`config.mk`:
```
export PLATFORM = sky130hd
export DESIGN_NAME = dual_adc_interface
export DESIGN_NICKNAME = d
export VERILOG_FILES = /design/src/rtl/adc_sync_pkg.sv /design/src/rtl/adc_lane_capture.sv /design/src/rtl/adc_pair_aligner.sv /design/src/rtl/adc_sync_sequencer.sv /design/src/rtl/dual_adc_interface.sv
export SDC_FILE = /design/constraint.sdc
export NUM_CORES = 1
export LEC_CHECK = 0
export BUFFER_PORTS_ARGS = -buffer_cell sky130_fd_sc_hd__buf_2
export CAP_MARGIN = 30
export CORE_MARGIN = 5
export CORE_UTILIZATION = 61
export CTS_BUF_LIST = sky130_fd_sc_hd__clkbuf_16
export DETAILED_ROUTE_END_ITERATION = 8
export PLACE_DENSITY = 0.89
export SYNTH_ARGS = -nofsm -noshare
export SYNTH_HDL_FRONTEND = slang
export SYNTH_SLANG_ARGS = --single-unit
```
`constraint.sdc`:
```
create_clock -name dcm_psclk -period 18.8 [get_ports dcm_psclk]
set_clock_uncertainty 0.1 [all_clocks]
set_input_delay 4.7 -clock dcm_psclk [delete_from_list [all_inputs] [get_ports dcm_psclk]]
set_output_delay 4.7 -clock dcm_psclk [all_outputs]
set_load 0.01 [all_outputs]
```
`src/rtl/adc_sync_pkg.sv`:
```
`default_nettype none

package adc_sync_pkg;

	// ============================================================
	// Sample and word widths
	// ============================================================
	localparam int SAMPLE_W = 8;

	typedef logic [SAMPLE_W-1:0]   sample_t;
	typedef logic [8*SAMPLE_W-1:0] adc_word_t;	// i0 i1 i2 i3 q0 q1 q2 q3, msb first

	// Sampled adc1 clock, bit 0 = 0 deg up to bit 3 = 270 deg
	typedef logic [3:0] phase_bits_t;
	typedef logic [1:0] reset_slot_t;	// Phase slot of the adc1 reset

	// ============================================================
	// Calibration FSM states
	// ============================================================
	typedef enum logic [2:0] {
		st_init          = 3'd0,
		st_reset_adc     = 3'd1,
		st_wait_adc      = 3'd2,
		st_wait_lock     = 3'd3,
		st_sample_clocks = 3'd4,
		st_decide        = 3'd5,
		st_done          = 3'd6
	} seq_state_t;

endpackage

`default_nettype wire

```
`src/rtl/adc_lane_capture.sv`:
```
`timescale 1ns/1ns
`default_nettype none

module adc_lane_capture (
	input  wire                       dcm_psclk,
	input  wire                       ctrl_reset,
	input  wire adc_sync_pkg::sample_t data_eveni,
	input  wire adc_sync_pkg::sample_t data_oddi,
	input  wire adc_sync_pkg::sample_t data_evenq,
	input  wire adc_sync_pkg::sample_t data_oddq,
	input  wire                       sync,
	input  wire                       outofrange,
	output adc_sync_pkg::adc_word_t   lane_word,
	output logic                      lane_valid,
	output logic                      lane_sync,
	output logic                      lane_outofrange
);

	logic                  fall_next;	// Next cycle is a fall half
	logic                  is_rise;
	adc_sync_pkg::sample_t rise_i0;
	adc_sync_pkg::sample_t rise_i1;
	adc_sync_pkg::sample_t rise_q0;
	adc_sync_pkg::sample_t rise_q1;
	logic                  rise_sync;
	logic                  rise_oor;

	// Sync forces a rise half and restarts the pairing
	assign is_rise = sync | ~fall_next;

	always_ff @(posedge dcm_psclk) begin
		if (ctrl_reset) begin
			fall_next  <= 1'b0;
			lane_valid <= 1'b0;
		end else begin
			fall_next  <= is_rise;
			lane_valid <= ~is_rise;	// One cycle after the fall half
		end
	end

	// ============================================================
	// Rise half holding and word assembly
	// ============================================================
	always_ff @(posedge dcm_psclk) begin
		if (is_rise) begin
			rise_i0   <= data_eveni;
			rise_i1   <= data_oddi;
			rise_q0   <= data_evenq;
			rise_q1   <= data_oddq;
			rise_sync <= sync;
			rise_oor  <= outofrange;
		end else begin
			lane_word <= {rise_i0, rise_i1, data_eveni, data_oddi,
				rise_q0, rise_q1, data_evenq, data_oddq};
			lane_sync       <= rise_sync | sync;
			lane_outofrange <= rise_oor | outofrange;	// OR over both halves
		end
	end

	a_valid_single: assert property (@(posedge dcm_psclk) disable iff (ctrl_reset)
		lane_valid |=> !lane_valid);

endmodule

`default_nettype wire

```
`src/rtl/adc_pair_aligner.sv`:
```
`timescale 1ns/1ns
`default_nettype none

module adc_pair_aligner (
	input  wire                        dcm_psclk,
	input  wire                        ctrl_reset,
	input  wire adc_sync_pkg::adc_word_t word0,
	input  wire adc_sync_pkg::adc_word_t word1,
	input  wire                        valid0,
	input  wire                        valid1,
	input  wire                        sync0,
	input  wire                        sync1,
	input  wire                        outofrange0,
	input  wire                        outofrange1,
	input  wire                        sync_done,
	output adc_sync_pkg::adc_word_t    user_word0,
	output adc_sync_pkg::adc_word_t    user_word1,
	output logic                       user_data_valid,
	output logic                       user_sync,
	output logic                       user_outofrange
);

	adc_sync_pkg::adc_word_t buf_word0, buf_word1;
	logic                    buf_sync0, buf_sync1;
	logic                    buf_oor0, buf_oor1;
	logic                    full0, full1;
	logic                    have0, have1;
	logic                    release_pair;

	// A word arriving this cycle counts as present
	assign have0        = full0 | valid0;
	assign have1        = full1 | valid1;
	assign release_pair = sync_done & have0 & have1;

	always_ff @(posedge dcm_psclk) begin
		if (ctrl_reset || !sync_done) begin
			full0           <= 1'b0;	// Discard until calibrated
			full1           <= 1'b0;
			user_data_valid <= 1'b0;
		end else begin
			user_data_valid <= release_pair;
			full0           <= release_pair ? 1'b0 : have0;
			full1           <= release_pair ? 1'b0 : have1;
		end
	end

	// ============================================================
	// Word buffers and output pair
	// ============================================================
	always_ff @(posedge dcm_psclk) begin
		if (valid0) begin
			buf_word0 <= word0;	// Newer word overwrites
			buf_sync0 <= sync0;
			buf_oor0  <= outofrange0;
		end
		if (valid1) begin
			buf_word1 <= word1;
			buf_sync1 <= sync1;
			buf_oor1  <= outofrange1;
		end
		if (release_pair) begin
			user_word0      <= valid0 ? word0 : buf_word0;
			user_word1      <= valid1 ? word1 : buf_word1;
			user_sync       <= (valid0 ? sync0 : buf_sync0) | (valid1 ? sync1 : buf_sync1);
			user_outofrange <= (valid0 ? outofrange0 : buf_oor0) |
				(valid1 ? outofrange1 : buf_oor1);
		end
	end

	a_valid_after_done: assert property (@(posedge dcm_psclk) disable iff (ctrl_reset)
		user_data_valid |-> sync_done);

endmodule

`default_nettype wire

```
`src/rtl/adc_sync_sequencer.sv`:
```
`timescale 1ns/1ns
`default_nettype none

module adc_sync_sequencer #(
	parameter int STARTUP_CYCLES = 20,	// Power-up wait
	parameter int SETTLE_CYCLES  = 8	// Wait after each adc1 reset
) (
	input  wire                        dcm_psclk,
	input  wire                        ctrl_reset,
	input  wire                        adc0_locked,
	input  wire                        adc1_locked,
	input  wire adc_sync_pkg::phase_bits_t clk_phase_bits,
	input  wire                        clk_phase_valid,
	output logic                       adc1_reset,
	output logic                       sample_req,
	output logic                       sync_done,
	output adc_sync_pkg::reset_slot_t  reset_slot
);

	// One counter serves both waits
	localparam int MAX_WAIT = (STARTUP_CYCLES > SETTLE_CYCLES) ? STARTUP_CYCLES : SETTLE_CYCLES;
	localparam int CNT_W    = $clog2(MAX_WAIT + 1);

	adc_sync_pkg::seq_state_t  state;
	adc_sync_pkg::seq_state_t  next_state;
	logic [CNT_W-1:0]          delay_cnt;
	adc_sync_pkg::phase_bits_t phase_q;	// Bits taken with clk_phase_valid
	logic                      phase_ok;

	// Second converter aligned when 90 and 180 deg both read high
	assign phase_ok = phase_q[1] & phase_q[2];

	// ============================================================
	// State register and counters
	// ============================================================
	always_ff @(posedge dcm_psclk) begin
		if (ctrl_reset) begin
			state      <= adc_sync_pkg::st_init;
			delay_cnt  <= '0;
			reset_slot <= '0;
		end else begin
			state <= next_state;
			if (state == adc_sync_pkg::st_init || state == adc_sync_pkg::st_wait_adc) begin
				delay_cnt <= delay_cnt + 1'b1;
			end else begin
				delay_cnt <= '0;
			end
			if (state == adc_sync_pkg::st_decide && !phase_ok) begin
				reset_slot <= reset_slot + 1'b1;	// Next attempt, wraps 3 -> 0
			end
		end
	end

	// Phase answer for the decide state
	always_ff @(posedge dcm_psclk) begin
		if (state == adc_sync_pkg::st_sample_clocks && clk_phase_valid) begin
			phase_q <= clk_phase_bits;
		end
	end

	always_comb begin
		next_state = state;
		case (state)
			adc_sync_pkg::st_init: begin
				if (delay_cnt == CNT_W'(STARTUP_CYCLES - 1)) begin
					next_state = adc_sync_pkg::st_reset_adc;
				end
			end
			adc_sync_pkg::st_reset_adc: begin
				next_state = adc_sync_pkg::st_wait_adc;	// Single pulse
			end
			adc_sync_pkg::st_wait_adc: begin
				if (delay_cnt == CNT_W'(SETTLE_CYCLES - 1)) begin
					next_state = adc_sync_pkg::st_wait_lock;
				end
			end
			adc_sync_pkg::st_wait_lock: begin
				if (adc0_locked && adc1_locked) begin
					next_state = adc_sync_pkg::st_sample_clocks;
				end
			end
			adc_sync_pkg::st_sample_clocks: begin
				if (clk_phase_valid) begin
					next_state = adc_sync_pkg::st_decide;
				end
			end
			adc_sync_pkg::st_decide: begin
				if (phase_ok) begin
					next_state = adc_sync_pkg::st_done;
				end else begin
					next_state = adc_sync_pkg::st_reset_adc;	// Retry on next slot
				end
			end
			adc_sync_pkg::st_done: begin
				next_state = adc_sync_pkg::st_done;
			end
			default: begin
				next_state = adc_sync_pkg::st_init;
			end
		endcase
	end

	assign adc1_reset = (state == adc_sync_pkg::st_reset_adc);
	assign sample_req = (state == adc_sync_pkg::st_sample_clocks);
	assign sync_done  = (state == adc_sync_pkg::st_done);

	// ============================================================
	// Assertions
	// ============================================================
	a_reset_single: assert property (@(posedge dcm_psclk) disable iff (ctrl_reset)
		adc1_reset |=> !adc1_reset);

	a_done_sticky: assert property (@(posedge dcm_psclk) disable iff (ctrl_reset)
		sync_done |=> sync_done);

endmodule

`default_nettype wire

```
`src/rtl/dual_adc_interface.sv`:
```
`timescale 1ns/1ns
`default_nettype none

module dual_adc_interface #(
	parameter int STARTUP_CYCLES = 20,	// 125000000 on hardware
	parameter int SETTLE_CYCLES  = 8	// 2000 on hardware
) (
	input  wire                          dcm_psclk,
	input  wire                          ctrl_reset,
	// ADC0 lane
	input  wire adc_sync_pkg::sample_t   adc0_data_eveni,
	input  wire adc_sync_pkg::sample_t   adc0_data_oddi,
	input  wire adc_sync_pkg::sample_t   adc0_data_evenq,
	input  wire adc_sync_pkg::sample_t   adc0_data_oddq,
	input  wire                          adc0_sync,
	input  wire                          adc0_outofrange,
	// ADC1 lane
	input  wire adc_sync_pkg::sample_t   adc1_data_eveni,
	input  wire adc_sync_pkg::sample_t   adc1_data_oddi,
	input  wire adc_sync_pkg::sample_t   adc1_data_evenq,
	input  wire adc_sync_pkg::sample_t   adc1_data_oddq,
	input  wire                          adc1_sync,
	input  wire                          adc1_outofrange,
	// Calibration
	input  wire                          adc0_locked,
	input  wire                          adc1_locked,
	input  wire adc_sync_pkg::phase_bits_t clk_phase_bits,
	input  wire                          clk_phase_valid,
	output logic                         adc1_reset,
	output adc_sync_pkg::reset_slot_t    reset_slot,
	output logic                         sample_req,
	output logic                         sync_done,
	// User side
	output adc_sync_pkg::adc_word_t      user_word0,
	output adc_sync_pkg::adc_word_t      user_word1,
	output logic                         user_data_valid,
	output logic                         user_sync,
	output logic                         user_outofrange
);

	adc_sync_pkg::adc_word_t lane0_word, lane1_word;
	logic                    lane0_valid, lane1_valid;
	logic                    lane0_sync, lane1_sync;
	logic                    lane0_oor, lane1_oor;

	// ============================================================
	// Calibration and capture
	// ============================================================
	adc_sync_sequencer #(
		.STARTUP_CYCLES(STARTUP_CYCLES),
		.SETTLE_CYCLES (SETTLE_CYCLES)
	) u_sequencer (
		.dcm_psclk      (dcm_psclk),
		.ctrl_reset     (ctrl_reset),
		.adc0_locked    (adc0_locked),
		.adc1_locked    (adc1_locked),
		.clk_phase_bits (clk_phase_bits),
		.clk_phase_valid(clk_phase_valid),
		.adc1_reset     (adc1_reset),
		.sample_req     (sample_req),
		.sync_done      (sync_done),
		.reset_slot     (reset_slot)
	);

	adc_lane_capture u_lane0 (
		.dcm_psclk(dcm_psclk), .ctrl_reset(ctrl_reset),
		.data_eveni(adc0_data_eveni), .data_oddi(adc0_data_oddi),
		.data_evenq(adc0_data_evenq), .data_oddq(adc0_data_oddq),
		.sync(adc0_sync), .outofrange(adc0_outofrange),
		.lane_word(lane0_word), .lane_valid(lane0_valid),
		.lane_sync(lane0_sync), .lane_outofrange(lane0_oor)
	);

	adc_lane_capture u_lane1 (
		.dcm_psclk(dcm_psclk), .ctrl_reset(ctrl_reset),
		.data_eveni(adc1_data_eveni), .data_oddi(adc1_data_oddi),
		.data_evenq(adc1_data_evenq), .data_oddq(adc1_data_oddq),
		.sync(adc1_sync), .outofrange(adc1_outofrange),
		.lane_word(lane1_word), .lane_valid(lane1_valid),
		.lane_sync(lane1_sync), .lane_outofrange(lane1_oor)
	);

	// Pairs are held back until the sequencer reports done
	adc_pair_aligner u_aligner (
		.dcm_psclk      (dcm_psclk),
		.ctrl_reset     (ctrl_reset),
		.word0          (lane0_word),
		.word1          (lane1_word),
		.valid0         (lane0_valid),
		.valid1         (lane1_valid),
		.sync0          (lane0_sync),
		.sync1          (lane1_sync),
		.outofrange0    (lane0_oor),
		.outofrange1    (lane1_oor),
		.sync_done      (sync_done),
		.user_word0     (user_word0),
		.user_word1     (user_word1),
		.user_data_valid(user_data_valid),
		.user_sync      (user_sync),
		.user_outofrange(user_outofrange)
	);

endmodule

`default_nettype wire

```
## After elaboration in Yosys (flattened, before gate mapping)

Cells that the tools add are included.

| operators by class | value |
|---|---|
| mux-type cells | 12 |
| $add $sub $neg | 2 |
| reductions and logical operators | 11 |
| bitwise gates (word level) | 18 |
| equality and inequality tests | 12 |

Operator list:

| operator | number |
|---|---|
| $mux W64 | 2 |
| $pmux W3 S7 | 1 |
| $mux W3 | 5 |
| $or A1 B1 Y1 | 10 |
| $eq A3 B3 Y1 const B | 3 |
| $eq A3 B2 Y1 const B | 2 |
| $ne A2 B2 Y1 const B | 3 |
| $add A5 B1 Y5 const B | 1 |
| $eq A5 B3 Y1 const B | 1 |
| $eq A5 B5 Y1 const B | 1 |
| $not A1 Y1 | 5 |
| $mux W1 | 4 |
| $reduce_and A4 Y1 | 1 |
| $reduce_or A2 Y1 | 2 |
| $and A1 B1 Y1 | 3 |
| $eq A3 B1 Y1 const B | 1 |
| $logic_and A1 B1 Y1 | 3 |
| $logic_not A3 Y1 | 1 |
| $add A2 B1 Y2 const B | 1 |
| $logic_not A1 Y1 | 2 |
| $logic_or A1 B1 Y1 | 2 |
| $ne A2 B1 Y1 const B | 1 |

| word-level totals | value |
|---|---|
| output and inout bits | 136 |
| logic and storage cells | 94 |
| bits in registers | 482 |
| bits of input ports | 77 |

## Longest topological paths before layout

| depth | value |
|---|---|
| depth in word-level cells | 4 |
| mapped depth | 5 |
| depth with buffers taken out | 4 |

## Hierarchy

A second synthesis with hierarchy kept.

| unflattened totals | value |
|---|---|
| cell total of the unflattened synthesis | 698 |
| area total of the unflattened synthesis | 15,338.5 sq um |

By module, submodules not included:

| module | area each (sq um) | seq. area each (sq um) | times used | cells each |
|---|---|---|---|---|
| adc_pair_aligner | 8,604.5 | 6,606.3 | 1 | 422 |
| adc_lane_capture | 3,083.0 | 3,042.9 | 2 | 108 |
| adc_sync_sequencer | 568.0 | 260.2 | 1 | 60 |

## Least setup slack after synthesis

Ideal clock, no wire load.

| path | value |
|---|---|
| path kind | input -> register |
| start point | in adc0_sync |
| end point | reg u_lane0.lane_outofrange, enable pin |
| setup slack | 11.269 ns |
| path buffers | 0 |
| setup time | 0.420 ns |
| arrival time | 7.011 ns |
| stages | 2 |
| data required time | 18.280 ns |
| cell sequence | nand2b_1 -> inv_1 |

| on the way | value |
|---|---|
| cells in the longest elaborated chain, start to end | 1 |

Ends and longest elaborated chain:

| what | line | text |
|---|---|---|
| start: declaration | dual_adc_interface.sv:15 | `input wire adc0_sync,` |
| $or A1 B1 Y1 | adc_lane_capture.sv:29 | `assign is_rise = sync \| ~fall_next;` |
| end signal: assignment | adc_lane_capture.sv:56 | `lane_outofrange <= rise_oor \| outofrange;` |
| end: declaration | adc_lane_capture.sv:16 | `output logic lane_outofrange` |

No other way between the ends.
A chain may end at the register's enable or synchronous reset.

## Worst setup path after layout

| path | value |
|---|---|
| start point | in adc0_sync |
| end point | reg u_lane0.lane_word[45], enable pin |

| on the way | value |
|---|---|
| cells in the longest elaborated chain, start to end | 1 |

Ends and longest elaborated chain:

| what | line | text |
|---|---|---|
| $or A1 B1 Y1 | adc_lane_capture.sv:29 |  |
| net u_lane0.is_rise | adc_lane_capture.sv:20 | `logic is_rise;` |
| end signal: assignment | adc_lane_capture.sv:53 | `lane_word <= {rise_i0, rise_i1, data_eveni, data_oddi,` |
| end: declaration | adc_lane_capture.sv:13 | `output adc_sync_pkg::adc_word_t lane_word,` |

The timed path passes the listed nets, and every way through them passes these cells.

==> key figures <==
Outcome
  • Run status: finished, final reports clean

Cells and area
  • Commonest non-fill, non-tap cell in the layout: edfxtp_1
  • Post-route cell area: 0.0183 mm²
  • Area grow syn2layout: 18.8%
  • Final core utilization: 73.2%
  • FILL cells: 1450
  • Commonest cells after routing, fill and taps aside: edfxtp_1 (332), buf_2 (210), dfxtp_1 (147)
  • Sequential standard cell area: 0.0130 mm²
  • Final layout net count: 1027
  • Share of layout cells above drive strength 1: 44.6%
  • Area of the multi-input gates: 0.00226 mm²

Critical path
  • CP Buf/Inv Count: 4
  • Crit path max-delay family: buffers and inverters
  • Critical Path Start: adc0_sync
  • Worst reg2reg path depth: 4
  • Worst-path fanout max: 46
  • Capturing point of the worst reg2reg path: u_aligner.user_word1[46]
  • Critical Path End: u_lane0.lane_word[45]
  • CP max-delay cell: buf_4
  • Critical path type: in2reg
  • Reg-to-reg slack, setup: 16.07 ns
  • Max stage delay on crit path: 0.61 ns
  • Crit start category: primary input
  • FF-to-FF Start: u_sequencer.state[1]
  • Levels on crit path: 5
  • CP Cell Sequence: buf_2 > nand2b_2 > buf_16 > inv_2 > buf_4
  • Req. time, crit path: 18.86 ns
  • WP data arrival: 6.64 ns
  • CP Capture Type: flip-flop

Clocking
  • CTS sink count: 481
  • H-Tree Level Count: 2
  • Longest Clk Path Bufs: 3
  • Hold_buf cts: 0
  • CTS tree: yes
  • Clock slew at reported path FFs: 0.06 ns
  • Root Buffer: clkbuf_16
  • Post-CTS Setup Repair Bufs: 0
  • # resized after CTS: 0
  • Worst-skew pair later-pin latency: 0.53 ns
  • CTS Buf Count: 45

Routing
  • Initial drt markers: 392
  • Total routed wirelength: 26600 µm
  • Routed Antenna Nets: 0
  • Drt pass-1 iters: 4
  • Routed wire length per instance: 20.2 µm
  • Routed via count: 6787
  • Via-to-Cell Ratio: 5.15
  • Drc violations: 0

Power
  • Cell Int Power: 1.82 mW
  • Max IR drop VDD: 0.0915 mV
  • Lkg Pwr: 7.03 nW
  • Net Sw Frac: 19.6%
  • Clock power share: 38.5%
  • Reg power frac: 55.8%
  • Switching power total: 0.443 mW
  • Combinational share of power: 5.7%
  • Power Dens Cells: 123 mW/mm²

Die
  • Core area: 0.0250 mm²
  • # IOs: 213
  • Initial core utilization: 61.6%
  • Floorplan die width: 169 µm
  • Cell row count: 58
  • Die ar.: 0.0286 mm²
  • Die H: 169 µm

STA
  • Unrepaired setup endpoints after global routing: false
  • Pins Over Slew Limit: 0
  • Worst hold slack: 0.312 ns
  • Crit path time final: 6.58 ns
  • Worst Max-Slew Pin Slew: 0.737 ns
  • F_max: 152 MHz
  • Fin. Hold Viols: 0
  • Worst rel slew slack: 50.9%
  • Setup TNS: 0 ns
  • Final period utilization: 35.0%
  • Final number of setup-violating endpoints: 0

Global routing
  • Global Route Usage Sum: 18.5%
  • Total gr overflow: 0
  • Vias in the first global route: 7278
  • Largest net degree at the start of global routing: 53
  • First-pass GRT wire length: 41000 µm
  • Antenna violations before repair: 1

Logic synthesis
  • Synth Cell Area: 0.0154 mm²
  • Dominant cell type by area after synthesis: edfxtp_1
  • Most used DFF post-synth: edfxtp_1
  • Post-synth EDFFs: 332
  • Avg Cell Area, Syn: 22.0 µm²
  • Netlist cell types: 47
  • Syn_nets: 779
  • Synth top area share: 64.7%
  • Seq/Total Area, Yosys: 84.0%
  • Synth area leaders: edfxtp_1 (65%), dfxtp_1 (19%), mux2_4 (8.0%)
  • Syn Inst Count: 701
  • Warnings, synthesis: 0
  • Async S/R FF share, synth: 0%
  • Seq cells post-synth: 481

Flow run
  • Max-Cap Viols: 0

Hold path
  • Hold Path Class: reg2reg

Place
  • RD Place Congestion: 0.771
  • Hpwl dp: 16500 µm
  • I/O Buffers: 210
  • Placed cell area: 0.0169 mm²
[cell type report]
cell class / instances / share of cell area (%)
flip-flops and latches: 481 / 70.8
multi-input cells: 195 / 12.3
repair buffers: 221 / 6.65
clock buffers: 47 / 6.42
well taps: 330 / 2.25
clock inverters: 37 / 1.46
inverters: 5 / 0.102
diodes: 2 / 0.0273
[state kept, by name (all words and copies together), names as in the netlist, 3 cells and up]
signal	cells
u_lane1.rise_q0	8
u_aligner.user_word1	64
u_lane1.lane_word	64
u_aligner.user_word0	64
u_lane0.rise_i1	8
u_lane0.rise_i0	8
u_lane1.rise_i0	8
u_lane0.rise_q0	8
u_lane1.rise_i1	8
u_aligner.buf_word0	64
u_lane0.lane_word	64
u_aligner.buf_word1	64
u_sequencer.state	3
u_sequencer.delay_cnt	5
u_lane1.rise_q1	8
u_lane0.rise_q1	8
[worst min path at each step]
stage | from | endpoint | slack, ns | cells past startpoint
2_1_floorplan | u_lane0.rise_q1[0] | u_lane0.lane_word[16] | 0.30 | 0
3_3_place_gp | u_lane1.rise_q1[5] | u_lane1.lane_word[21] | 0.30 | 0
3_5_place_dp | u_lane0.rise_q1[6] | u_lane0.lane_word[22] | 0.30 | 0
4_1_cts | u_lane0.rise_q1[2] | u_lane0.lane_word[18] | 0.32 | 0
5_1_grt | u_lane1.rise_q1[1] | u_lane1.lane_word[17] | 0.32 | 0
6_report | u_lane0.rise_q1[2] | u_lane0.lane_word[18] | 0.31 | 0
[through the flow]
| stage | worst slack (ns) | power, mW | cells |
|---|---|---|---|
| finish | 12.22 | 2.26 | 1318 |
| global route | 12.14 | 2.34 | 1317 |
| CTS | 12.21 | 2.28 | 1316 |
| detailed placement | 11.64 | 1.41 | 1232 |
| global placement | 11.38 | 1.39 | 1227 |
| floorplan | 11.27 | 1.37 | 701 |
[Yosys cell counts, drive strengths merged (2+ instances only)]
master / instances
nand4: 2
dfxtp: 149
and3b: 3
nor4: 2
a21oi: 2
or2: 6
xor2: 2
nand2: 2
edfxtp: 332
mux2: 133
nand2b: 3
inv: 5
o21ai: 3
and2b: 2
nor2: 14
buf: 19
nor3: 2
nand3: 2
[metal layers]
metal  global-route usage [%]  up-vias  part of all wire (%)
met5                        0        -                     0
met4                     7.35        0                   3.3
met3                     3.25       61                   5.3
met2                     32.7      204                    53
met1                     23.0     3373                    38
li1                         -     3149                     -
[power by group through the flow]
stage / registers, mW / logic [mW] / clock network, mW
finish: 1.26 / 0.129 / 0.870
global route: 1.27 / 0.140 / 0.938
CTS: 1.26 / 0.131 / 0.889
detailed placement: 1.28 / 0.128 / 0
global placement: 1.27 / 0.117 / 0
floorplan: 1.27 / 0.0965 / 0
[cells by family after synthesis]
kind of cell | Yosys count | share of synthesized area [%]
buffers and inverters | 25 | 1.44
muxes | 134 | 11.8
DFF | 481 | 84.0
AOI/OAI and AO/OA | 13 | 0.682
xor gates and xnor gates | 3 | 0.170
adders and majority gates | 1 | 0.0811
and+or+nand+nor | 44 | 1.86
(Power assumes the default switching activity.)
